===== src/verilog/loader_pkg.sv =====
`default_nettype none

// shared types and constants for the serial program loader
package loader_pkg;

	// ==============================
	// datapath widths
	// ==============================
	typedef logic [7:0]  byte_t;      // one received byte
	typedef logic [31:0] word_t;      // assembled program word
	typedef logic [7:0]  addr_t;      // load memory word address
	typedef logic [15:0] div_t;       // bit period minus one, in clocks
	typedef logic [15:0] cnt_t;       // saturating event count

	// host config bus
	typedef logic [2:0]  reg_addr_t;
	typedef logic [15:0] cfg_data_t;

	// receiver FSM, one state per frame field plus hold
	typedef enum logic [2:0] {
		idle,
		start,
		data,
		parity,
		stop,
		hold     // good byte waiting for handshake
	} rx_state_t;

	// ==============================
	// register map
	// ==============================
	localparam reg_addr_t reg_div   = 3'd0;   // rw
	localparam reg_addr_t reg_base  = 3'd1;   // rw
	localparam reg_addr_t reg_perr  = 3'd2;   // ro
	localparam reg_addr_t reg_ferr  = 3'd3;   // ro
	localparam reg_addr_t reg_ovr   = 3'd4;   // ro
	localparam reg_addr_t reg_words = 3'd5;   // ro

	localparam div_t div_reset = 16'd15;      // 16 clocks per bit out of reset
	localparam int   mem_depth = 256;         // words in load memory

endpackage

`default_nettype wire


===== src/verilog/loader_regs.sv =====
`timescale 1ns/1ps
`default_nettype none

// config registers and saturating event counters
module loader_regs (
	input  logic                  dec_CLK,
	input  logic                  nrst,
	input  logic                  cfg_we,
	input  loader_pkg::reg_addr_t cfg_addr,
	input  loader_pkg::cfg_data_t cfg_wdata,
	output loader_pkg::cfg_data_t cfg_rdata,
	output loader_pkg::div_t      div,
	output loader_pkg::addr_t     base,
	output logic                  base_load,
	input  logic                  perr_pulse,
	input  logic                  ferr_pulse,
	input  logic                  ovr_pulse,
	input  logic                  wr_pulse
);
	import loader_pkg::*;

	cnt_t perr_cnt;
	cnt_t ferr_cnt;
	cnt_t ovr_cnt;
	cnt_t words_cnt;

	// stick at all ones
	function automatic cnt_t sat_inc(input cnt_t v, input logic ev);
		sat_inc = (ev && (v != '1)) ? v + 1'b1 : v;
	endfunction

	// ==============================
	// host writes
	// ==============================
	always_ff @(posedge dec_CLK) begin
		if (nrst) begin
			div       <= div_reset;
			base      <= '0;
			base_load <= 1'b0;
		end else begin
			// one cycle late so the pointer sees the new base
			base_load <= cfg_we && (cfg_addr == reg_base);
			if (cfg_we) begin
				case (cfg_addr)
					reg_div:  div  <= div_t'(cfg_wdata);
					reg_base: base <= cfg_wdata[$bits(addr_t)-1:0];
					default:  ;   // counters are read only
				endcase
			end
		end
	end

	// event counters
	always_ff @(posedge dec_CLK) begin
		if (nrst) begin
			perr_cnt  <= '0;
			ferr_cnt  <= '0;
			ovr_cnt   <= '0;
			words_cnt <= '0;
		end else begin
			perr_cnt  <= sat_inc(perr_cnt, perr_pulse);
			ferr_cnt  <= sat_inc(ferr_cnt, ferr_pulse);
			ovr_cnt   <= sat_inc(ovr_cnt, ovr_pulse);
			words_cnt <= sat_inc(words_cnt, wr_pulse);
		end
	end

	// read mux, comb from address
	always_comb begin
		case (cfg_addr)
			reg_div:   cfg_rdata = cfg_data_t'(div);
			reg_base:  cfg_rdata = cfg_data_t'(base);   // zero extended
			reg_perr:  cfg_rdata = cfg_data_t'(perr_cnt);
			reg_ferr:  cfg_rdata = cfg_data_t'(ferr_cnt);
			reg_ovr:   cfg_rdata = cfg_data_t'(ovr_cnt);
			reg_words: cfg_rdata = cfg_data_t'(words_cnt);
			default:   cfg_rdata = '0;   // holes read zero
		endcase
	end

endmodule

`default_nettype wire


===== config.mk =====
export PLATFORM = sky130hd
export DESIGN_NAME = loader_regs
export DESIGN_NICKNAME = d
export VERILOG_FILES = /design/src/verilog/loader_pkg.sv /design/src/verilog/loader_regs.sv
export SDC_FILE = /design/constraint.sdc
export NUM_CORES = 1
export LEC_CHECK = 0
export BUFFER_PORTS_ARGS = -buffer_cell sky130_fd_sc_hd__buf_2
export CORE_MARGIN = 2
export CORE_UTILIZATION = 45
export CTS_CLUSTER_DIAMETER = 30
export CTS_CLUSTER_SIZE = 25
export DETAILED_ROUTE_END_ITERATION = 6
export HOLD_SLACK_MARGIN = 0.08
export PLACE_DENSITY = 0.77
export SYNTH_ARGS = -nofsm -noshare
export SYNTH_HDL_FRONTEND = slang
export SYNTH_SLANG_ARGS = --single-unit

===== constraint.sdc =====
create_clock -name dec_CLK -period 1.9 [get_ports dec_CLK]
set_clock_uncertainty 0.2 [all_clocks]
set_input_delay 0 -clock dec_CLK [delete_from_list [all_inputs] [get_ports dec_CLK]]
set_output_delay 0 -clock dec_CLK [all_outputs]
set_load 0.05 [all_outputs]

==> Word-level counts from Yosys, hierarchy flattened <==
Cells that the tools add are included.
{ "totals": {"out_inout_bits": 41, "in_bits": 26, "regBits": 89} }
{ "op_classes": {"add_sub_neg": 4, "n_eq_ne": 9, "mux": 1, "reduce_logical": 8} }
{ "op_table": {"columns": ["operator", "count"], "rows": [
  ["16-bit one-hot mux with 6 select lines", 1],
  ["16-bit by 1-bit adder with 16-bit output (second input constant)", 4],
  ["16-bit != test (second input constant)", 4],
  ["3-bit by 2-bit equality test with 1-bit output (second input constant)", 2],
  ["3-bit equality test (second input constant)", 2],
  ["1-bit logical AND", 5],
  ["2-bit AND reduction", 2],
  ["3-bit by 1-bit equality test with 1-bit output (second input constant)", 1],
  ["3-bit logical NOT", 1]
]} }

==> Depth between registers and ports, before layout <==
{ "logic_depth": {"word_depth": 2, "depth_mapped": 7} }

==> Worst setup path before layout <==
Ideal clock, no wire load.
{ "synth_timing": {"kind": "input port to output port", "from": "input cfg_addr[0]", "to": "output cfg_rdata[0]", "path_buffers": 3, "cell_stages": 5, "required_time_ns": 1.700, "setup_slack_ns": -0.347, "t_arrival_ns": 2.047, "cell_sequence": "clkbuf_1 > clkbuf_1 > buf_2 > a31oi_1 > o21ai_0"} }
{ "synth_via": {"elab_chain_cells": 2, "word_cells_on_any_way": 7, "classes_between": "eq/ne: 5; mux: 1; reduce/logical: 1"} }
{ "synth_lines": {"columns": ["element", "line_no", "rtl"], "rows": [
  ["start: declaration", "loader_regs.sv:9", "input loader_pkg::reg_addr_t cfg_addr,"],
  ["3-bit equality test (tied with other cells)", "loader_regs.sv:70", "case (cfg_addr)"],
  ["16-bit one-hot mux with 6 select lines (*)", "loader_regs.sv:70", null],
  ["end: declaration", "loader_regs.sv:11", "output loader_pkg::cfg_data_t cfg_rdata,"]
]} }
Every way passes the cells marked *; elsewhere a longest branch is shown, timed or not.

==> Worst setup path after layout <==
{ "layout_timing": {"from": "register ferr_cnt[5]", "to": "output cfg_rdata[5]"} }
{ "layout_via": {"elab_chain_cells": 1} }
{ "layout_lines": {"columns": ["element", "line_no", "rtl"], "rows": [
  ["start: declaration", "loader_regs.sv:23", "cnt_t ferr_cnt;"],
  ["start signal: assignment", "loader_regs.sv:62", "ferr_cnt <= sat_inc(ferr_cnt, ferr_pulse);"],
  ["16-bit one-hot mux with 6 select lines", "loader_regs.sv:70", null]
]} }
Every way passes these cells.

==> run_results.csv <==
group,metric,value,unit
clock_network,root_buffer,"clkbuf_8",
sta,holdWs,0.1152,ns
sta,period_needed,1.870,ns
synthesis,ys.flop_type,"dfxtp_1",
synthesis,async_flop_share,0,%
sta,fmax,0.5348,GHz
power,p_leak,2.533,nW
route,firstDrtPassIters,5,
route,remaining_drc_errors,0,
synthesis,syn_area,4913,um2
power,total_power,0.003841,W
placed_design,io_buffers,66,
power,p_per_area,578.3,nW/um2
placed_design,dp.cells,860,
floorplanning,core_area,10750,um2
global_route,grt_first_pass_wirelength,24830,um
critical_path,critPathMaxFanout,4,
placed_design,dp_hpwl,11090,um
critical_path,cp-start-kind,"flip-flop",
synthesis,post-synth-top-count-cell,"dfxtp_1",
clock_network,clock-sinks,89,
cells_and_area,num_antenna_cells,0,
synthesis,syn_inst,615,
sta,fin_ws,0.03027,ns
sta,fin_crit_sh,98.41,%
sta,relSlewSlack,59.12,%
global_route,antenna_found_initial,0,
floorplanning,rows,38,
synthesis,syn_avg_cell_area,7.989,um2
run_status,status,"completed",
critical_path,cp-end-kind,"primary output",
clock_network,numCtsBuffers,9,
synthesis,ys_seq_area_share,36.26,%
cells_and_area,num-nets-final,787,
floorplanning,die_area,11770,um2
clock_network,h-tree-depth,3,
synthesis,synth.ff_latch_count,89,
synthesis,synthTopCellsByCount,"89 x dfxtp_1, 84 x nand2_1, 55 x a21oi_1",
route,drt_iter0_drc,351,
synthesis,synth_nets,645,
floorplanning,die_h,108.5,um
sta,finalMaxSlewViolations,0,
sta,rsz0062_at_grt,"yes",
synthesis,synth_cell_types,52,
route,post_drt_wl_per_cell,17.45,um
hold_path,hold_class,"primary input to flip-flop",
sta,tightest_slew,0.6131,ns
synthesis,synth.area.top_cells,"dfxtp_1 36%, nand2_1 6.4%, mux2_2 5.7%, a21oi_1 5.6%, nor2_1 3.9%",
cells_and_area,drive_above_1_share,31.54,%
clock_network,cts_tree,"built",
critical_path,crit_arrival,1.67,ns
clock_network,cts_buffer_depth,2,
floorplanning,io_pins,67,
global_route,grt_max_degree,40,
global_route,grt-ovfl-total,0,
synthesis,ys_warn_count,0,
placed_design,gp_congestion,0.9447,
cells_and_area,finalNonFillerCells,901,
synthesis,netlist.top_cell.by_area,"dfxtp_1",
floorplanning,initial_core_util,45.73,%
clock_network,clk_pin_slew_worst_paths,0.09,ns
flow_run,maxCapViolCount,0,
floorplanning,die_w,108.5,um
critical_path,crit_required,1.70,ns
sta,finalHoldViolCount,0,
critical_path,path_class,"flip-flop to primary output",
clock_network,insertion_delay,0.37,ns
sta,finalSetupViolations,0,
placed_design,place_ws,-0.05055,ns
synthesis,synth_edf_count,0,
power,vdd_drop_max,0.3617,mV
global_route,grt_pass1_vias,5117,
route,viasPerCell,6.071,
route,routed_wl,15730,um
global_route,grt_usage,26.81,%
cells_and_area,syn_to_final_growth,35.19,%
synthesis,synth_top_area_share,36.26,%
route,via_count,5470,
route,detail-route-antenna-nets,0,
==> cells by family (layout without fill, tap and decap cells) <==
family,after synthesis,in the layout,share of synthesized area (%)
buf+inv,44,190,3.591
flops,89,89,36.26
compound gates,153,153,20.14
simple gates,278,278,28.80
mux,45,45,9.829
xor+xnor,2,2,0.3566
fa+ha+maj,4,4,1.019
==> layer usage <==
layer	global-route usage, %	routed length (um)	up-vias	part of all wire (%)
met3	5.003	973	51	6.2
li1	-	-	2566	-
met1	33.32	6520	2601	41
met5	0	0	-	0
met4	12.64	607	0	3.9
met2	44.73	7623	252	48
==> path summary, 6_finish.rpt <==
kind	from	slack [ns]	cells after the start	endpoint
setup / recovery	ferr_cnt[5]	0.03	5	cfg_rdata[5]
hold / removal	cfg_we	0.12	5	base[2]
setup reg to reg	perr_cnt[4]	0.04	4	perr_cnt[11]
hold reg to reg	base[6]	0.28	2	base[6]
==> critical path, stage by stage, from the launching register on <==
cell	delay [ns]
dfxtp_1	0.34
buf_4	0.14
mux2_2	0.26
a22oi_1	0.19
o22ai_1	0.14
buf_2	0.23
==> area by class of cell <==
| cell class | count | area (um2) |
|---|---|---|
| multi-input cells | 482 | 3212 |
| well taps | 140 | 175.2 |
| fillers | 902 | 4103 |
| flip-flops and latches | 89 | 1795 |
| repair buffers | 168 | 1224 |
| inverters | 7 | 26.28 |
| clock buffers | 12 | 145.1 |
| clock inverters | 3 | 65.06 |
==> where the power goes <==
part,switching (W),internal [W]
Clock,0.000679,0.000770
Combinational,0.000277,0.000190
Sequential,0.0000287,0.00190
==> registers in the layout, indices dropped and copies added (netlist names) <==
signal and flops:
ovr_cnt 16, words_cnt 16, ferr_cnt 16, base_load 1
div 16, base 8, perr_cnt 16
==> cell usage in the layout, fill, tap and decap left out, drive strengths merged, types with 9 or more instances in the layout <==
cell           n
nand4         16
nand2b         9
mux2i         19
nor3          17
buf          143
dlygate4sd3   24
dfxtp         89
clkbuf        13
o31ai         11
nor2          51
o21ai         15
mux2          26
nand3         22
or4           12
a31oi         11
nor2b         22
a21oi         55
nand2         84
a22oi         17
a211oi        12
==> repair_timing <==
item | CTS | global route
hold buffers | 24 | 0
hold endpoints to repair | 87 | 0
pin swaps | 0 | 10
buffers inserted | 0 | 3
endpoints found under the setup margin | 11 | 49
gates resized for setup | 13 | 63
==> metrics by stage <==
stage          TNS, ns  util [%]  area (um2)
2_1_floorplan        0         -        4938
3_3_place_gp         0     54.93        5902
3_5_place_dp   -0.1175     54.93        5902
4_1_cts              0     59.57        6401
5_1_grt        -0.1200     61.82        6643
6_report             0     61.82        6643
No activity file was read; power rests on OpenSTA's default activity.
