--- config.mk ---
export PLATFORM = sky130hd
export DESIGN_NAME = word_assembler
export DESIGN_NICKNAME = d
export VERILOG_FILES = /design/src/verilog/loader_pkg.sv /design/src/verilog/word_assembler.sv
export SDC_FILE = /design/constraint.sdc
export NUM_CORES = 1
export LEC_CHECK = 0
export BUFFER_PORTS_ARGS = -buffer_cell sky130_fd_sc_hd__buf_2
export CAP_MARGIN = 0
export CORE_ASPECT_RATIO = 1.25
export CORE_MARGIN = 1.5
export CORE_UTILIZATION = 41
export CTS_CLUSTER_SIZE = 24
export DETAILED_ROUTE_END_ITERATION = 10
export GPL_TIMING_DRIVEN = 0
export HOLD_SLACK_MARGIN = 0.15
export PLACE_DENSITY = 0.84
export SLEW_MARGIN = 20
export SYNTH_ARGS = -nofsm -noshare
export SYNTH_HDL_FRONTEND = slang
export SYNTH_SLANG_ARGS = --single-unit
export TNS_END_PERCENT = 100
--- constraint.sdc ---
create_clock -name dec_CLK -period 1.15 [get_ports dec_CLK]
set_input_delay 0.23 -clock dec_CLK [delete_from_list [all_inputs] [get_ports dec_CLK]]
set_output_delay 0.23 -clock dec_CLK [all_outputs]
set_load 0.01 [all_outputs]
--- src/verilog/loader_pkg.sv ---
`default_nettype none

// shared types and constants for the serial program loader
package loader_pkg;

	// ==============================
	// datapath widths
	// ==============================
	typedef logic [7:0]  byte_t;      // one received byte
	typedef logic [31:0] word_t;      // assembled program word
	typedef logic [7:0]  addr_t;      // load memory word address
	typedef logic [15:0] div_t;       // bit period minus one, in clocks
	typedef logic [15:0] cnt_t;       // saturating event count

	// host config bus
	typedef logic [2:0]  reg_addr_t;
	typedef logic [15:0] cfg_data_t;

	// receiver FSM, one state per frame field plus hold
	typedef enum logic [2:0] {
		idle,
		start,
		data,
		parity,
		stop,
		hold     // good byte waiting for handshake
	} rx_state_t;

	// ==============================
	// register map
	// ==============================
	localparam reg_addr_t reg_div   = 3'd0;   // rw
	localparam reg_addr_t reg_base  = 3'd1;   // rw
	localparam reg_addr_t reg_perr  = 3'd2;   // ro
	localparam reg_addr_t reg_ferr  = 3'd3;   // ro
	localparam reg_addr_t reg_ovr   = 3'd4;   // ro
	localparam reg_addr_t reg_words = 3'd5;   // ro

	localparam div_t div_reset = 16'd15;      // 16 clocks per bit out of reset
	localparam int   mem_depth = 256;         // words in load memory

endpackage

`default_nettype wire

--- src/verilog/word_assembler.sv ---
`timescale 1ns/1ps
`default_nettype none

// packs four bytes into a word, first byte lowest
module word_assembler (
	input  logic              dec_CLK,
	input  logic              nrst,
	input  logic              byte_valid,
	input  loader_pkg::byte_t byte_data,
	output logic              byte_ready,
	input  logic              rx_err,
	output logic              word_valid,
	output loader_pkg::word_t word_data,
	input  logic              word_ready
);
	import loader_pkg::*;

	logic [1:0] byte_cnt;   // bytes collected, 0..3
	logic       byte_take;
	logic       word_take;

	// count never reaches four, the word goes pending instead
	assign byte_ready = ~word_valid;
	assign byte_take  = byte_valid & byte_ready;
	assign word_take  = word_valid & word_ready;

	// ==============================
	// byte count and word valid
	// ==============================
	always_ff @(posedge dec_CLK) begin
		if (nrst) begin
			byte_cnt   <= '0;
			word_valid <= 1'b0;
		end else begin
			if (word_take)
				word_valid <= 1'b0;
			if (rx_err && !word_valid) begin
				byte_cnt <= '0;   // throw away partial word
			end else if (byte_take) begin
				byte_cnt <= byte_cnt + 1'b1;   // wraps to 0 after fourth
				if (byte_cnt == 2'd3)
					word_valid <= 1'b1;
			end
		end
	end

	// shift right, new byte on top
	// after four shifts the first byte sits in [7:0]
	always_ff @(posedge dec_CLK) begin
		if (byte_take)
			word_data <= {byte_data, word_data[31:8]};
	end

endmodule

`default_nettype wire

## Yosys cells after proc, flatten, opt, wreduce, memory -nomap -nowiden

Index checks and enable logic that the tools add are counted.
Widths: inputs -> output; s select.

| word-level totals | value |
|---|---|
| input bits | 13 |
| word-level logic and storage cells | 15 |
| flip-flop bits (word level) | 35 |

| operators by class | value |
|---|---|
| mux-type cells | 4 |
| reduce and logical (&&, ||, !) cells | 3 |
| add/subtract/negate cells | 1 |
| bitwise gates (word level) | 3 |
| equal/unequal tests | 1 |

Operators with widths:

| kind | number |
|---|---|
| $mux 1 | 4 |
| $add 2x1->2 const B | 1 |
| $and 1x1->1 | 2 |
| $eq 2x2->1 const B | 1 |
| $reduce_or 2->1 | 1 |
| $logic_and 1x1->1 | 1 |
| $logic_not 1->1 | 1 |
| $not 1->1 | 1 |

## Depth between registers and ports, before layout

| logic depth | value |
|---|---|
| depth after elaboration | 5 |
| gate-level depth with buffers | 3 |
| gate-level depth less buffers | 3 |

## Worst setup path after synthesis

Ideal clock, no wire load.

| timing path | value |
|---|---|
| path type | register to register |
| start | reg word_valid |
| end | reg word_data[0] (enable) |
| period minus slack after synthesis | 1.298 ns |
| stages on the path, launching flop included | 2 |
| path buffers | 0 |
| data required time | 0.776 ns |
| slack | -0.148 ns |
| arrival time | 0.924 ns |
| cells stage by stage | dfxtp_1 > and2b_2 |

| between the ends | value |
|---|---|
| word-level cells in the longest chain between the ends | 2 |

RTL lines:

| element | RTL line | source |
|---|---|---|
| from (decl) | word_assembler.sv:12 | `output logic word_valid,` |
| from (signal assigned) | word_assembler.sv:33 | `word_valid <= 1'b0;` |
| from (signal assigned) | word_assembler.sv:36 | `word_valid <= 1'b0;` |
| from (signal assigned) | word_assembler.sv:42 | `word_valid <= 1'b1;` |
| $not 1->1 | word_assembler.sv:23 | `assign byte_ready = ~word_valid;` |
| $and 1x1->1 | word_assembler.sv:24 | `assign byte_take = byte_valid & byte_ready;` |
| net byte_take | word_assembler.sv:19 | `logic byte_take;` |
| to (signal assigned) | word_assembler.sv:51 | `word_data <= {byte_data, word_data[31:8]};` |
| to (decl) | word_assembler.sv:13 | `output loader_pkg::word_t word_data,` |

The timed path passes the listed nets, and every way through them passes these cells.
A chain may end at the register's enable or synchronous reset.

## Worst setup path in the final report

| timing path | value |
|---|---|
| start | reg word_data[13] |
| end | out word_data[13] |

No word-level cell between the ends.

==> impl_table.tex <==
\begin{tabular}{lr}
\hline
Metric & Value \\
\hline
\multicolumn{2}{l}{\textbf{Run status}} \\
\quad Result of the run & finished, final reports clean \\
\multicolumn{2}{l}{\textbf{Placement}} \\
\quad Post-place instance area & 1410 um2 \\
\quad Global placement routability congestion & 0.604 \\
\quad Setup WS pre-CTS & -0.0999 ns \\
\quad Dpl hpwl & 1.25 mm \\
\quad Number of buffers inserted by port buffering & 46 \\
\multicolumn{2}{l}{\textbf{Timing}} \\
\quad Hold Fails Final Rpt & 0 \\
\quad Period Utilization, post-route & 96.9\% \\
\quad Final number of setup-violating endpoints & 0 \\
\quad Sum of negative setup slack & 0 ns \\
\quad RSZ-0062 raised after global routing & true \\
\quad Transition at the pin with the smallest max-transition slack & 0.300 ns \\
\quad Relative max-transition margin & 79.9\% \\
\quad Setup WS post-layout & 0.0356 ns \\
\quad Hold Worst Slack & 0.240 ns \\
\quad Setup clock skew after layout & 0.00459 ns \\
\quad Top achievable clock speed & 0.897 GHz \\
\quad Max Transition Viols Final & 0 \\
\quad Crit path time final & 1.11 ns \\
\multicolumn{2}{l}{\textbf{Worst setup path}} \\
\quad Top fanout value on the critical path & 2 \\
\quad CP peak stage delay & 0.41 ns \\
\quad Critical path data required time & 0.92 ns \\
\quad Kind of launch point of the worst setup path & register \\
\quad Buffers \& Inverters on Critical Path & 1 \\
\quad Endpoint kind of the worst setup timing path & output port \\
\quad Data arrival time at the worst-slack endpoint & 0.88 ns \\
\quad Critical path class & register to output port \\
\quad Slack of the worst reg-to-reg path & 0.04 ns \\
\quad Top Family by Delay on Critical Path & flip-flops \\
\quad Slowest CP cell & edfxtp\_1 \\
\quad Cell chain of the critical path & buf\_2 \\
\multicolumn{2}{l}{\textbf{Yosys}} \\
\quad Count leader, synth & edfxtp\_1 \\
\quad FFs w/ async S/R, synth & 0\% \\
\quad Part of the Yosys area used for sequential elements & 90.2\% \\
\quad Top cell type's share of synthesized area & 84.9\% \\
\quad Average size of a mapped cell & 23.1 um2 \\
\quad Cell taking the most area after synthesis & edfxtp\_1 \\
\quad Synth cell count leaders & 32 x edfxtp\_1, 3 x dfxtp\_1, 2 x inv\_1, 2 x nand2b\_1 \\
\quad Synthesized area & 1130 um2 \\
\quad Synth Warn \# & 0 \\
\quad Post-synth cell types & 14 \\
\quad Net Count, Synth & 63 \\
\quad Count of state elements after synthesis & 35 \\
\quad Largest cells by area after synthesis & edfxtp\_1 85\%, dfxtp\_1 5.3\%, ha\_1 1.1\% \\
\quad Cells after Synth & 49 \\
\quad Number of enable-type register cells in the synthesized netlist & 32 \\
\quad Most common flop cell mapped by yosys & edfxtp\_1 \\
\multicolumn{2}{l}{\textbf{Routing}} \\
\quad Count of unresolved DRC violations after routing & 0 \\
\quad Total via count in the routed design & 704 \\
\quad Number of antenna-violating nets in the routed design & 0 \\
\quad Number of DRC markers in iteration 0 & 6 \\
\quad Met2 wire length & 1.16 mm \\
\quad Total met3 wirelength after detailed routing & 151 um \\
\quad Average wire length per cell after detail routing & 13.3 um \\
\quad Final wirelength & 2.08 mm \\
\quad 1st-pass router iterations & 4 \\
\quad Via-to-Cell Ratio & 4.51 \\
\quad Met1 WL & 768 um \\
\quad Uppermost layer routed & met4 \\
\multicolumn{2}{l}{\textbf{Global route}} \\
\quad First-pass GRT wire length & 2.79 mm \\
\quad Antenna violations before repair & 0 \\
\quad Largest net degree at the start of global routing & 17 \\
\quad Vias in the first global route & 588 \\
\quad GRT Total Usage & 13.7\% \\
\quad Aggregate global routing overflow & 0 \\
\multicolumn{2}{l}{\textbf{Cells and area}} \\
\quad Nets@finish & 135 \\
\quad Diode insertion count for antenna repair & 0 \\
\quad Fin area & 1640 um2 \\
\quad Share of post-route cells with drive strength above 1 & 54.1\% \\
\quad Area Growth Syn to Fin & 44.4\% \\
\multicolumn{2}{l}{\textbf{Pwr}} \\
\quad Switching share of power & 20.7\% \\
\quad Pwr Total & 2.28 mW \\
\quad Power density cells & 1400 nW/um2 \\
\quad Maximum VDD drop & 936 uV \\
\quad Combinational share of power & 8.9\% \\
\quad Fraction of power consumed by the clock network & 26.0\% \\
\quad Internal Pwr Total & 1.81 mW \\
\quad Portion of total power attributed to sequential cells & 65.1\% \\
\quad Leakage component of the power & 0.670 nW \\
\quad Switching power total & 0.472 mW \\
\multicolumn{2}{l}{\textbf{Floorplanning}} \\
\quad Core region area & 2650 um2 \\
\quad Die span in x & 50.0 um \\
\quad Die outline area & 3090 um2 \\
\quad Chip Height & 61.8 um \\
\quad Number of top-level pins & 47 \\
\quad Floorplan row count & 21 \\
\quad Initial cell density of the core & 42.7\% \\
\multicolumn{2}{l}{\textbf{Clocking}} \\
\quad Clk Tree Root Cell & clkbuf\_4 \\
\quad Number of buffers created by CTS & 5 \\
\quad Worst skew pair latency & 0.32 ns \\
\quad CTS sink cnt & 35 \\
\quad CTS tree & done \\
\quad Clock input transition at the sequential cells of the worst setup and hold paths & 0.09 ns \\
\quad Clk buf depth & 2 \\
\quad Deepest level of the CTS H-tree & 2 \\
\multicolumn{2}{l}{\textbf{Run}} \\
\quad Max cap viols & 0 \\
\multicolumn{2}{l}{\textbf{Worst hold path}} \\
\quad Class of the tightest hold or removal check & input port to register \\
\hline
\end{tabular}
layout make-up:
class	instances	area [um2]
Sequential cell	35	1020
Tap cell	34	42.5
Clock buffer	8	48.8
Timing Repair Buffer	64	397
Multi-Input combinational cell	13	115
Inverter	2	7.51
Fill cell	215	1020
layer usage:
metal / GRT usage, % / up-vias
li1: - / 335
met1: 12.4 / 327
met2: 24.8 / 40
met3: 7.18 / 2
met4: 7.14 / 0
met5: 0 / -
logic make-up after synthesis:
group / Yosys count / share of synthesized area (%)
DFF: 35 / 90.2
and+or+nand+nor: 7 / 4.86
AOI/OAI and AO/OA: 4 / 3.20
buffers and inverters: 2 / 0.663
adders and majority gates: 1 / 1.10
what timing repair did:
| action | 4_1_cts | 5_1_grt |
|---|---|---|
| hold endpoints to repair | 9 | 0 |
| setup buffers | 0 | 8 |
| hold buffers | 10 | 0 |
| gates cloned | 1 | 0 |
| resized for setup | 2 | 3 |
| endpoints found under the setup margin | 32 | 24 |
flip-flops by register name, summed over array words and instances, names as in the netlist:
signal and flops:
word_valid 1, byte_cnt 2, word_data 32
final timing paths:
kind | from | to | cells past startpoint
worst max-delay path | word_data[13] | word_data[13] | 1
worst min-delay path | rx_err | word_valid | 3
worst min register to register | word_data[19] | word_data[11] | 0
worst max register to register | word_valid | byte_cnt[1] | 2
power by group through the flow:
| stage | Combinational [mW] | Clock, mW | Sequential [mW] |
|---|---|---|---|
| 2_1_floorplan | 0.0318 | 0 | 1.55 |
| 3_3_place_gp | 0.149 | 0 | 1.51 |
| 3_5_place_dp | 0.154 | 0 | 1.52 |
| 4_1_cts | 0.184 | 0.615 | 1.49 |
| 5_1_grt | 0.221 | 0.696 | 1.49 |
| 6_report | 0.204 | 0.593 | 1.48 |
layout by cell type (no fill, tap or decap):
cell type / n
o22ai_2: 1
nand2b_1: 2
edfxtp_1: 32
or2_2: 1
dfxtp_4: 1
o32ai_1: 1
or2b_1: 1
o21ba_2: 1
clkbuf_1: 3
nand4bb_1: 1
and2b_4: 2
inv_2: 1
buf_2: 45
or3b_1: 1
inv_1: 1
dfxtp_1: 2
a21oi_1: 1
buf_4: 8
clkbuf_4: 5
ha_1: 1
dlygate4sd3_1: 10
buf_6: 1
through the flow:
stage | instances | util, %
floorplan | 49 | -
global placement | 129 | 53.0
detailed placement | 129 | 53.0
CTS | 148 | 59.0
global route | 156 | 61.6
finish | 156 | 61.6
(Power assumes the default switching activity.)
