===== config.mk =====
export PLATFORM = sky130hd
export DESIGN_NAME = uart_rx
export DESIGN_NICKNAME = d
export VERILOG_FILES = /design/src/verilog/loader_pkg.sv /design/src/verilog/uart_rx.sv
export SDC_FILE = /design/constraint.sdc
export NUM_CORES = 1
export LEC_CHECK = 0
export BUFFER_PORTS_ARGS = -buffer_cell sky130_fd_sc_hd__buf_4
export CORE_MARGIN = 3
export CORE_UTILIZATION = 55
export CTS_CLUSTER_SIZE = 10
export DETAILED_ROUTE_END_ITERATION = 16
export GPL_TIMING_DRIVEN = 1
export PLACE_DENSITY_LB_ADDON = 0.3
export RECOVER_POWER = 50
export SLEW_MARGIN = 20
export SYNTH_ARGS = -nofsm -noshare
export SYNTH_HDL_FRONTEND = slang
export SYNTH_SLANG_ARGS = --single-unit

===== constraint.sdc =====
create_clock -name dec_CLK -period 2.33 [get_ports dec_CLK]
set_clock_uncertainty 0.1 [all_clocks]
set_input_delay 0.1165 -clock dec_CLK [delete_from_list [all_inputs] [get_ports dec_CLK]]
set_output_delay 0.1165 -clock dec_CLK [all_outputs]
set_load 0.01 [all_outputs]

===== src/verilog/loader_pkg.sv =====
`default_nettype none

// shared types and constants for the serial program loader
package loader_pkg;

	// ==============================
	// datapath widths
	// ==============================
	typedef logic [7:0]  byte_t;      // one received byte
	typedef logic [31:0] word_t;      // assembled program word
	typedef logic [7:0]  addr_t;      // load memory word address
	typedef logic [15:0] div_t;       // bit period minus one, in clocks
	typedef logic [15:0] cnt_t;       // saturating event count

	// host config bus
	typedef logic [2:0]  reg_addr_t;
	typedef logic [15:0] cfg_data_t;

	// receiver FSM, one state per frame field plus hold
	typedef enum logic [2:0] {
		idle,
		start,
		data,
		parity,
		stop,
		hold     // good byte waiting for handshake
	} rx_state_t;

	// ==============================
	// register map
	// ==============================
	localparam reg_addr_t reg_div   = 3'd0;   // rw
	localparam reg_addr_t reg_base  = 3'd1;   // rw
	localparam reg_addr_t reg_perr  = 3'd2;   // ro
	localparam reg_addr_t reg_ferr  = 3'd3;   // ro
	localparam reg_addr_t reg_ovr   = 3'd4;   // ro
	localparam reg_addr_t reg_words = 3'd5;   // ro

	localparam div_t div_reset = 16'd15;      // 16 clocks per bit out of reset
	localparam int   mem_depth = 256;         // words in load memory

endpackage

`default_nettype wire


===== src/verilog/uart_rx.sv =====
`timescale 1ns/1ps
`default_nettype none

// 8E1 receiver, bit period div+1 clocks, samples mid-bit
module uart_rx (
	input  logic              dec_CLK,
	input  logic              nrst,
	input  logic              rxd,
	input  loader_pkg::div_t  div,
	output logic              byte_valid,
	output loader_pkg::byte_t byte_data,
	input  logic              byte_ready,
	output logic              rx_err,
	output logic              perr_pulse,
	output logic              ferr_pulse,
	output logic              ovr_pulse
);
	import loader_pkg::*;

	logic       rxd_meta;
	logic       rxd_s;        // synchronised line
	rx_state_t  state;
	div_t       bit_cnt;      // clocks left to next sample
	logic [2:0] bit_idx;
	byte_t      shreg;
	logic       par_acc;      // xor of data bits so far
	logic       par_bad;
	logic       skip;         // frame began during hold, gets dropped
	logic       tick;
	logic       take;
	logic       held_next;
	logic       frame_ok;

	assign tick      = (bit_cnt == '0);
	assign take      = byte_valid & byte_ready;
	assign held_next = byte_valid & ~take;   // byte still held after this edge
	// good frame at the stop sample
	assign frame_ok  = (state == stop) & tick & ~skip & ~par_bad & rxd_s;

	// ==============================
	// input synchroniser
	// ==============================
	always_ff @(posedge dec_CLK) begin
		if (nrst) begin
			rxd_meta <= 1'b1;   // line idles high
			rxd_s    <= 1'b1;
		end else begin
			rxd_meta <= rxd;
			rxd_s    <= rxd_meta;
		end
	end

	// ==============================
	// frame FSM
	// ==============================
	always_ff @(posedge dec_CLK) begin
		if (nrst) begin
			state      <= idle;
			bit_cnt    <= '0;
			bit_idx    <= '0;
			par_acc    <= 1'b0;
			par_bad    <= 1'b0;
			skip       <= 1'b0;
			byte_valid <= 1'b0;
			rx_err     <= 1'b0;
			perr_pulse <= 1'b0;
			ferr_pulse <= 1'b0;
			ovr_pulse  <= 1'b0;
		end else begin
			rx_err     <= 1'b0;   // pulses default low
			perr_pulse <= 1'b0;
			ferr_pulse <= 1'b0;
			ovr_pulse  <= 1'b0;
			if (take)
				byte_valid <= 1'b0;
			if (state inside {start, data, parity, stop})
				bit_cnt <= tick ? div : bit_cnt - 1'b1;   // one bit period per sample

			case (state)
				idle: begin
					if (!rxd_s) begin
						state   <= start;
						bit_cnt <= div >> 1;   // half a period to start check
					end
				end
				hold: begin
					if (!rxd_s) begin
						state     <= start;
						bit_cnt   <= div >> 1;
						skip      <= held_next;   // nobody took the old byte
						ovr_pulse <= held_next;
					end else if (take) begin
						state <= idle;
					end
				end
				start: begin
					if (tick) begin
						if (rxd_s) begin       // false start, glitch on line
							state <= held_next ? hold : idle;
							skip  <= 1'b0;
						end else begin
							state   <= data;
							bit_idx <= '0;
							par_acc <= 1'b0;
						end
					end
				end
				data: begin
					if (tick) begin
						par_acc <= par_acc ^ rxd_s;
						bit_idx <= bit_idx + 1'b1;
						if (bit_idx == 3'd7)
							state <= parity;
					end
				end
				parity: begin
					if (tick) begin
						par_bad <= par_acc ^ rxd_s;   // even parity, total ones even
						state   <= stop;
					end
				end
				stop: begin
					if (tick) begin
						skip <= 1'b0;
						if (skip) begin
							state <= held_next ? hold : idle;   // dropped frame
						end else if (par_bad || !rxd_s) begin
							state      <= idle;
							rx_err     <= 1'b1;
							perr_pulse <= par_bad;
							ferr_pulse <= ~rxd_s;   // stop bit low
						end else begin
							state      <= hold;
							byte_valid <= 1'b1;
						end
					end
				end
				default: state <= idle;
			endcase
		end
	end

	// data shift and output byte, LSB arrives first
	always_ff @(posedge dec_CLK) begin
		if ((state == data) && tick)
			shreg <= {rxd_s, shreg[7:1]};
		if (frame_ok)
			byte_data <= shreg;
	end

endmodule

`default_nettype wire


---- Word level (Yosys, flattened, before mapping) ----
Index checks and enable logic that the tools add are counted.
word-level totals
  logic and storage cells ................. 100
  output and inout bits ................... 13
  bits in registers ....................... 48
  input port bits ......................... 20
operators by class
  muxes and demuxes ....................... 36
  bitwise operators ....................... 15
  equality and inequality tests ........... 16
  reduce and logical (&&, ||, !) cells .... 16
  add/sub/neg operators ................... 2
operator list
  operator                                                               count
  16-bit 2-to-1 mux                                                      4
  3-bit 2-to-1 mux                                                       15
  3-bit case mux with 6 select lines                                     1
  16-bit logical NOT                                                     1
  2-bit inequality test, second input constant                           8
  16-bit by 1-bit subtractor with 16-bit output, second input constant   1
  1-bit 2-to-1 mux                                                       13
  3-bit equality test, second input constant                             3
  1-bit NOT                                                              8
  7-bit AND reduction                                                    1
  1-bit AND                                                              6
  3-bit by 2-bit equality test with 1-bit output, second input constant  2
  3-bit case mux with 2 select lines                                     1
  5-bit AND reduction                                                    1
  5-bit OR reduction                                                     1
  4-bit AND reduction                                                    1
  4-bit nonzero test                                                     1
  4-bit OR reduction                                                     1
  3-bit by 1-bit adder with 3-bit output, second input constant          1
  3-bit by 1-bit equality test with 1-bit output, second input constant  1
  3-bit logical NOT                                                      1
  3-bit inequality test, second input constant                           1
  1-bit case mux with 3 select lines                                     1
  3-bit nonzero test                                                     1
  other kinds (10)                                                       10

---- Logic depth before layout (Yosys ltp) ----
Gate-level depths: netlist of run 1.
  depth in word-level cells ............... 7
  depth in mapped cells ................... 9
  mapped depth without buffers ............ 7

---- Worst setup path after synthesis of run 1 ----
OpenSTA, ideal clock, no wires.
  path type ............................... register to register
  start point ............................. reg bit_cnt[6]
  end point ............................... reg byte_data[0] (enable)
  path slack .............................. 204 ps
  data required time ...................... 1,895 ps
  buffers on the path ..................... 2
  library setup time ...................... 335 ps
  cell stages (with the launch flop) ...... 6
  period minus slack after synthesis ...... 2,126 ps
  arrival ................................. 1,691 ps
  path through ............................ dfxtp_1 -> buf_6 -> nor4_4 -> and4_2 -> buf_4 -> and4_1
on the way
  word-level cells in the longest chain between the ends .. 5
ends and longest elaborated chain
  item                    line            RTL
  from (decl)             uart_rx.sv:23   div_t bit_cnt;
  from (signal assigned)  uart_rx.sv:77   bit_cnt <= tick ? div : bit_cnt - 1'b1;
  from (signal assigned)  uart_rx.sv:83   bit_cnt <= div >> 1;
  from (signal assigned)  uart_rx.sv:89   bit_cnt <= div >> 1;
  16-bit logical NOT      uart_rx.sv:34   assign tick = (bit_cnt == '0);
  1-bit AND (4 in a row)  uart_rx.sv:38   assign frame_ok = (state == stop) & tick & ~skip & ~par_bad & rxd_s;
  named net frame_ok      uart_rx.sv:32   logic frame_ok;
  to (signal assigned)    uart_rx.sv:148  byte_data <= shreg;
  to (decl)               uart_rx.sv:11   output loader_pkg::byte_t byte_data,
The timed path passes the listed nets, and every way through them passes these cells.
A chain may end at the register's enable or synchronous reset.

---- Worst setup path in the final report of run 1 ----
  start point ............................. reg bit_cnt[0]
  end point ............................... reg bit_cnt[2]
on the way
  word-level cells in the longest chain between the ends .. 5
  elaborated cells between the ends (all ways) .. 6
  those cells by class .................... add/sub: 1; mux: 4; reduce/logical: 1
ends and longest elaborated chain
  item                                                                                        line                          RTL
  16-bit by 1-bit subtractor with 16-bit output / 16-bit logical NOT (equally long branches)  uart_rx.sv:77, uart_rx.sv:34
  16-bit 2-to-1 mux *                                                                         uart_rx.sv:77
  16-bit 2-to-1 mux *                                                                         uart_rx.sv:76                 if (state inside {start, data, parity, stop})
  16-bit 2-to-1 mux                                                                           uart_rx.sv:81, uart_rx.sv:87
  16-bit 2-to-1 mux *                                                                         n/a
Every way passes the cells marked *; elsewhere a longest branch is shown, timed or not.

==> results.md, run 1 <==
- Fin. max-slew vios: 0
- Peak Freq: 459 MHz
- Drt wl/cell: 16.8 µm
- Worst VDD drop: 0.000773 V
- Outcome: complete, but fails checks
- Largest net degree at the start of global routing: 32
- Fin Hold WS: -0.00751 ns
- Netlist Area Pre-Place: 2550 µm²
- Tcrit/Tclk final: 93.5%
- Slowest stage delay, CP: 0.40 ns
- Final Hold Vio Count: 1
- Final Instance Area: 3030 µm²
- Fin util: 68.6%
- Gpl congestion: 0.917
- I/O pin cnt: 33
- CTS tree: built
- Syn_area_per_cell: 9.62 µm²
- Crit path max-delay family: flip-flops
- CTS clock-pin slew for the worst setup and hold paths: 0.10 ns
- Post-placement worst setup slack: 0.0446 ns
- Crit path depth: 9
- Synth top area cells: dfxtp_1, edfxtp_1, nor2_1, a211oi_1, nand2_1
- Number of CTS-inserted buffers: 5
- Cells after Synth: 265
- Post-DP Area: 2890 µm²
- Leakage power: 1.11 nW
- PwrDens: 1540 nW/µm²
- Clock latency on the worst-skew pair: 0.31 ns
- DR DRC count: 0
- Vias in the first global route: 2055
- Placed Cells: 347
- Worst Hold Depth: 3
- Most common cell after layout, fill and taps aside: nor2_1
- DRT antenna net count: 0
- Clock root buffer: clkbuf_8
- Non-Filler Instances: 362
- Fin Setup TNS: 0 ns
- Row cnt: 24
- Req. time, crit path: 2.42 ns
- First-pass GRT wire length: 9760 µm
- Ys flop type: dfxtp_1
- Critical Path End Type: flip-flop
- Initial Util: 57.7%
- Starting DRT DRC Count: 193
- Asr flop ratio synth: 0%
- Worst Setup Start Kind: flip-flop
- Drt pass-1 iters: 5
- Violated checks: hold timing
- Crit-path cells: inv_1, ha_1, nor4b_4, buf_4, nand4_4, buf_12, mux2_2, a221oi_1, nor3_1
- CP arrival: 2.27 ns
- Area leader, netlist: dfxtp_1
- Initial antenna violation count: 0
- Yosys cell types: 65
- Share of cells above drive strength 1: 22.3%
- Worst-margin pin slew: 0.846 ns
- Die W: 74.1 µm
- Worst reg2reg path depth: 9
- Core footprint: 4410 µm²
- PortBufs: 32
- Number of synthesized flops with an enable pin: 16
- Clock buffer depth: 2
- Post-DP HPWL: 4180 µm
- CP max stage cell: dfxtp_1
- Gr ovfl total: 0
- Layout area overhead: 18.9%
- Routed vias/inst: 6.20
- Clk sinks: 48
- Synthesized netlist net count: 289
- WS Path Type: reg -> reg
- Final WL: 6070 µm
- Gr usage total: 22.9%
- Clock H-tree levels: 2
- WP buf/inv: 3
- Final total power: 4.66 mW
- Commonest non-fill, non-tap cells in the layout: nor2_1, buf_4, dfxtp_1, edfxtp_1
- RSZ-0062 raised after global routing: false
- Synth warn: 0
- Crit path max fanout: 14
- Total of max-cap violations: 0
- Vias: 2244
- Slew margin rel.: 43.4%
- Final setup viols: 0
- Yosys reg bits: 48
- Die area: 5490 µm²
- Diode count: 0
- Final nets: 333
- Synth top area share: 25.1%
- Die height: 74.1 µm
- Sequential share of the synthesized area: 44.0%
- Fin crit period: 2.18 ns
- Post-route setup slack: 0.152 ns
- HP Class: in -> reg
-- area by class of cell --
type / instances / area (µm²)
Fill cell: 361 / 1390
Clock buffer: 5 / 68.8
Timing Repair Buffer: 55 / 393
Tap cell: 52 / 65.1
Inverter: 5 / 18.8
Multi-Input combinational cell: 194 / 1320
Clock inverter: 3 / 46.3
Sequential cell: 48 / 1120
-- cell usage after synthesis (all sizes together), types with 2 or more instances --
cell and number:
a211oi 8, dfxtp 32, inv 5, nor2 38, ha 4, o22ai 3, a32oi 2, nor2b 6
a21oi 10, nor4 7, xor2 2, a2111oi 2, a22oi 5, o21ai 7, o32ai 2, a31oi 2
edfxtp 16, a221oi 4, nor3 11, nand2b 7, clkbuf 11, and4 2, xnor2 2, and3 3
o211ai 2, a211o 3, nand4 3, mux2 4, or3 2, o31ai 2, a21o 2, or2 2
nand3 9, nand3b 5, nand2 14, and2 3, buf 7, mux2i 4
-- metal layers --
metal	global-route usage [%]	vias up	part of all wire (%)
met4	10.1	0	1.5
met5	0	-	0
met2	34.0	95	47
li1	-	1085	-
met3	2.97	10	7.1
met1	33.4	1054	45
-- state kept, by name (all words and copies together) (netlist names), 3 cells and up --
register / count
bit_cnt: 16
byte_data: 8
shreg: 8
bit_idx: 3
state: 3
-- power breakdown --
part           switching [mW]  internal [mW]
Sequential              0.178           1.02
Clock                   0.299          0.323
Combinational            1.55           1.29
Total                    2.03           2.63
-- worst register-to-register path: stages (launching register included) --
cell	delay [ns]
dfxtp_1	0.40
inv_1	0.09
ha_1	0.20
nor4b_4	0.13
buf_4	0.16
nand4_4	0.09
buf_12	0.15
mux2_2	0.34
a221oi_1	0.30
nor3_1	0.10
-- final timing paths --
| path | endpoint | slack (ns) | from |
|---|---|---|---|
| max | bit_cnt[2]$_SDFF_PP0_ | 0.15 | bit_cnt[0]$_SDFF_PP0_ |
| min reg2reg | rxd_s$_SDFF_PP1_ | 0.32 | rxd_meta$_SDFF_PP1_ |
| max reg2reg | bit_cnt[2]$_SDFF_PP0_ | 0.15 | bit_cnt[0]$_SDFF_PP0_ |
| min | bit_cnt[10]$_SDFF_PP0_ | -0.008 | div[10] |
-- timing repair --
action,CTS,global route
setup buffers,0,4
hold buffers,3,0
resized for setup,0,1
endpoints found under the setup margin,0,23
endpoints found under the hold margin,3,0
-- cells by family after synthesis --
logic type / Yosys count / share of synthesized area, %
AND/OR/NAND/NOR: 116 / 26.3
AO/OA/AOI/OAI: 62 / 18.5
flip-flops: 48 / 44.0
buffers and inverters: 23 / 4.57
multiplexers: 8 / 3.34
XOR/XNOR: 4 / 1.37
adder cells (fa/ha/maj): 4 / 1.96
Power figures use the tool's default switching activity.
==> run 2: changes to the inputs <==
==> constraint.sdc (replaced) <==
create_clock -name dec_CLK -period 2.5 [get_ports dec_CLK]
set_clock_uncertainty 0.1 [all_clocks]
set_input_delay 0.125 -clock dec_CLK [delete_from_list [all_inputs] [get_ports dec_CLK]]
set_output_delay 0.125 -clock dec_CLK [all_outputs]
set_load 0.01 [all_outputs]
==> results.md, run 2 (synthesis results as in run 1) <==
- Outcome: finished, final reports clean
- Non-Filler Instances: 356 (-1.7%)
- Fin Hold WS: 0.0112 ns (+0.0187 ns)
- Critical Path End Type: flip-flop
- Top reg by flops: bit_cnt
- Routed vias/inst: 6.17 (-0.49%)
- # resized after CTS: 0 (unchanged)
- Clock root buffer: clkbuf_8
- Sw Pwr: 1.82 mW (-10%)
- WS Path Type: reg -> reg
- Req. time, crit path: 2.59 ns (+0.17 ns)
- Die height: 74.1 µm (unchanged)
- Worst Setup Start Kind: flip-flop
- Fin Setup TNS: 0 ns (unchanged)
- Final nets: 327 (-1.8%)
- Worst Hold Depth: 3 (unchanged)
- Die W: 74.1 µm (unchanged)
- Clock buffer depth: 2 (unchanged)
- Worst hold start: div[4]
- Initial Util: 57.7% (unchanged)
- Hold Path End: bit_cnt[3]$_SDFF_PP0_
- Vias: 2196 (-2.1%)
- Core footprint: 4410 µm² (unchanged)
- Drt wl/cell: 16.4 µm (-2.0%)
- Peak Freq: 441 MHz (-4.0%)
- Fin. max-slew vios: 0 (unchanged)
- Clk sinks: 48 (unchanged)
- Internal Power: 2.39 mW (-9.1%)
- Share of cells above drive strength 1: 19.7% (-2.5 points)
- Slew margin rel.: 54.7% (+11 points)
- DR DRC count: 0 (unchanged)
- PortBufs: 32 (unchanged)
- Initial antenna violation count: 0 (unchanged)
- CP arrival: 2.36 ns (+0.09 ns)
- Post-DP HPWL: 4050 µm (-3.0%)
- Placed Cells: 343 (-1.2%)
- Vias in the first global route: 2076 (+1.0%)
- Fin crit period: 2.27 ns (+0.0912 ns)
- Reg2Reg Launch Point: bit_cnt[0]$_SDFF_PP0_
- Starting DRT DRC Count: 181 (-6.2%)
- First-pass GRT wire length: 9590 µm (-1.7%)
- Gr ovfl total: 0 (unchanged)
- Clock share of power: 16.0% (+2.6 points)
- Largest net degree at the start of global routing: 32 (unchanged)
- Tcrit/Tclk final: 90.8% (-2.7 points)
- Number of CTS-inserted buffers: 5 (unchanged)
- Clock H-tree levels: 2 (unchanged)
- DRT antenna net count: 0 (unchanged)
- Diode count: 0 (unchanged)
- Sequential share of power: 27.3% (+1.6 points)
- Total of max-cap violations: 0 (unchanged)
- Worst VDD drop: 0.000933 V (+21%)
- Worst-margin pin slew: 0.662 ns (-0.184 ns)
- RSZ-0062 raised after global routing: false
- Commonest non-fill, non-tap cells in the layout: nor2_1, dfxtp_1, buf_4, edfxtp_1
- Max reg flops: 16 (unchanged)
- Gpl congestion: 0.887 (-3.2%)
- CTS tree: built
- HP Class: in -> reg
- Worst reg2reg path depth: 7 (-2)
- Final WL: 5850 µm (-3.6%)
- Layout area overhead: 17.3%
- Gr usage total: 22.8% (-0.11 points)
- Clock latency on the worst-skew pair: 0.31 ns (about the same)
- Crit path max fanout: 17 (+3)
- Flop-to-flop setup slack: 0.23 ns (+0.08 ns)
- Final setup viols: 0 (unchanged)
- Biggest regs: bit_cnt (16), byte_data (8), shreg (8)
- Final Hold Vio Count: 0 (-1)
- Net Sw Frac: 43.2% (-0.34 points)
- Most common cell after layout, fill and taps aside: nor2_1
- Comb pwr share: 56.6% (-4.3 points)
- PwrDens: 1410 nW/µm² (-8.4%)
- CP Launch Point: bit_cnt[0]$_SDFF_PP0_
- Drt pass-1 iters: 5 (unchanged)
- CTS clock-pin slew for the worst setup and hold paths: 0.10 ns (about the same)
- R2r endpoint: bit_cnt[4]$_SDFF_PP0_
- Die area: 5490 µm² (unchanged)
- Row cnt: 24 (unchanged)
- I/O pin cnt: 33 (unchanged)
- Leakage power: 1.09 nW (-2.1%)
run 2: layout make-up:
type | count | area (µm²)
multi-input combinational | 194 | 1310
sequential | 48 | 1120
clock inverter | 3 | 68.8
timing repair buffer | 49 | 338
fill | 369 | 1420
inverter | 5 | 18.8
tap | 52 | 65.1
clock buffer | 5 | 68.8
run 2: per-stage QoR:
stage	instance area, µm²	utilization (%)	setup slack, ns	total power, mW
after floorplan	2550	-	0.374	2.96
after global placement	2850	64.5	0.354	3.48
after detailed placement	2850	64.5	0.254	3.52
after CTS	3020	68.5	0.201	4.20
after global routing	2990	67.7	0.0483	4.55
final	2990	67.7	0.231	4.21
run 2: worst max-delay path by stage:
stage	to	slack, ns
global placement	shreg[5]$_DFFE_PP_	0.35
floorplan	byte_data[0]$_DFFE_PP_	0.37
detailed placement	par_acc$_SDFFE_PP0P_	0.25
global route	bit_cnt[2]$_SDFF_PP0_	0.05
finish	bit_cnt[4]$_SDFF_PP0_	0.23
CTS	par_acc$_SDFFE_PP0P_	0.20
run 2: critical path, cell delays in order, from the launching register on:
cell	delay (ns)
dfxtp_1	0.36
inv_1	0.09
ha_1	0.15
nor4b_4	0.34
nand4_4	0.35
mux2_2	0.38
a221oi_1	0.29
nor3_1	0.09
run 2: per-layer routing:
layer	vias to the layer above	share of wire, %	track usage, %
met5	-	0	0
met4	0	2.4	12.1
met3	13	7.6	3.92
met2	92	44	33.2
met1	1027	46	32.2
li1	1064	-	-
run 2: power by group through the flow:
stage / logic, mW / clock network [mW] / registers, mW
floorplan: 1.87 / 0 / 1.09
global placement: 2.32 / 0 / 1.16
detailed placement: 2.35 / 0 / 1.17
CTS: 2.37 / 0.685 / 1.15
global route: 2.65 / 0.719 / 1.18
finish: 2.38 / 0.675 / 1.15
run 2: what timing repair did:
action / CTS / global route
setup buffers: 0 / 1
setup endpoints to repair: 0 / 1
hold buffers: 4 / 0
hold endpoints to repair: 4 / 0
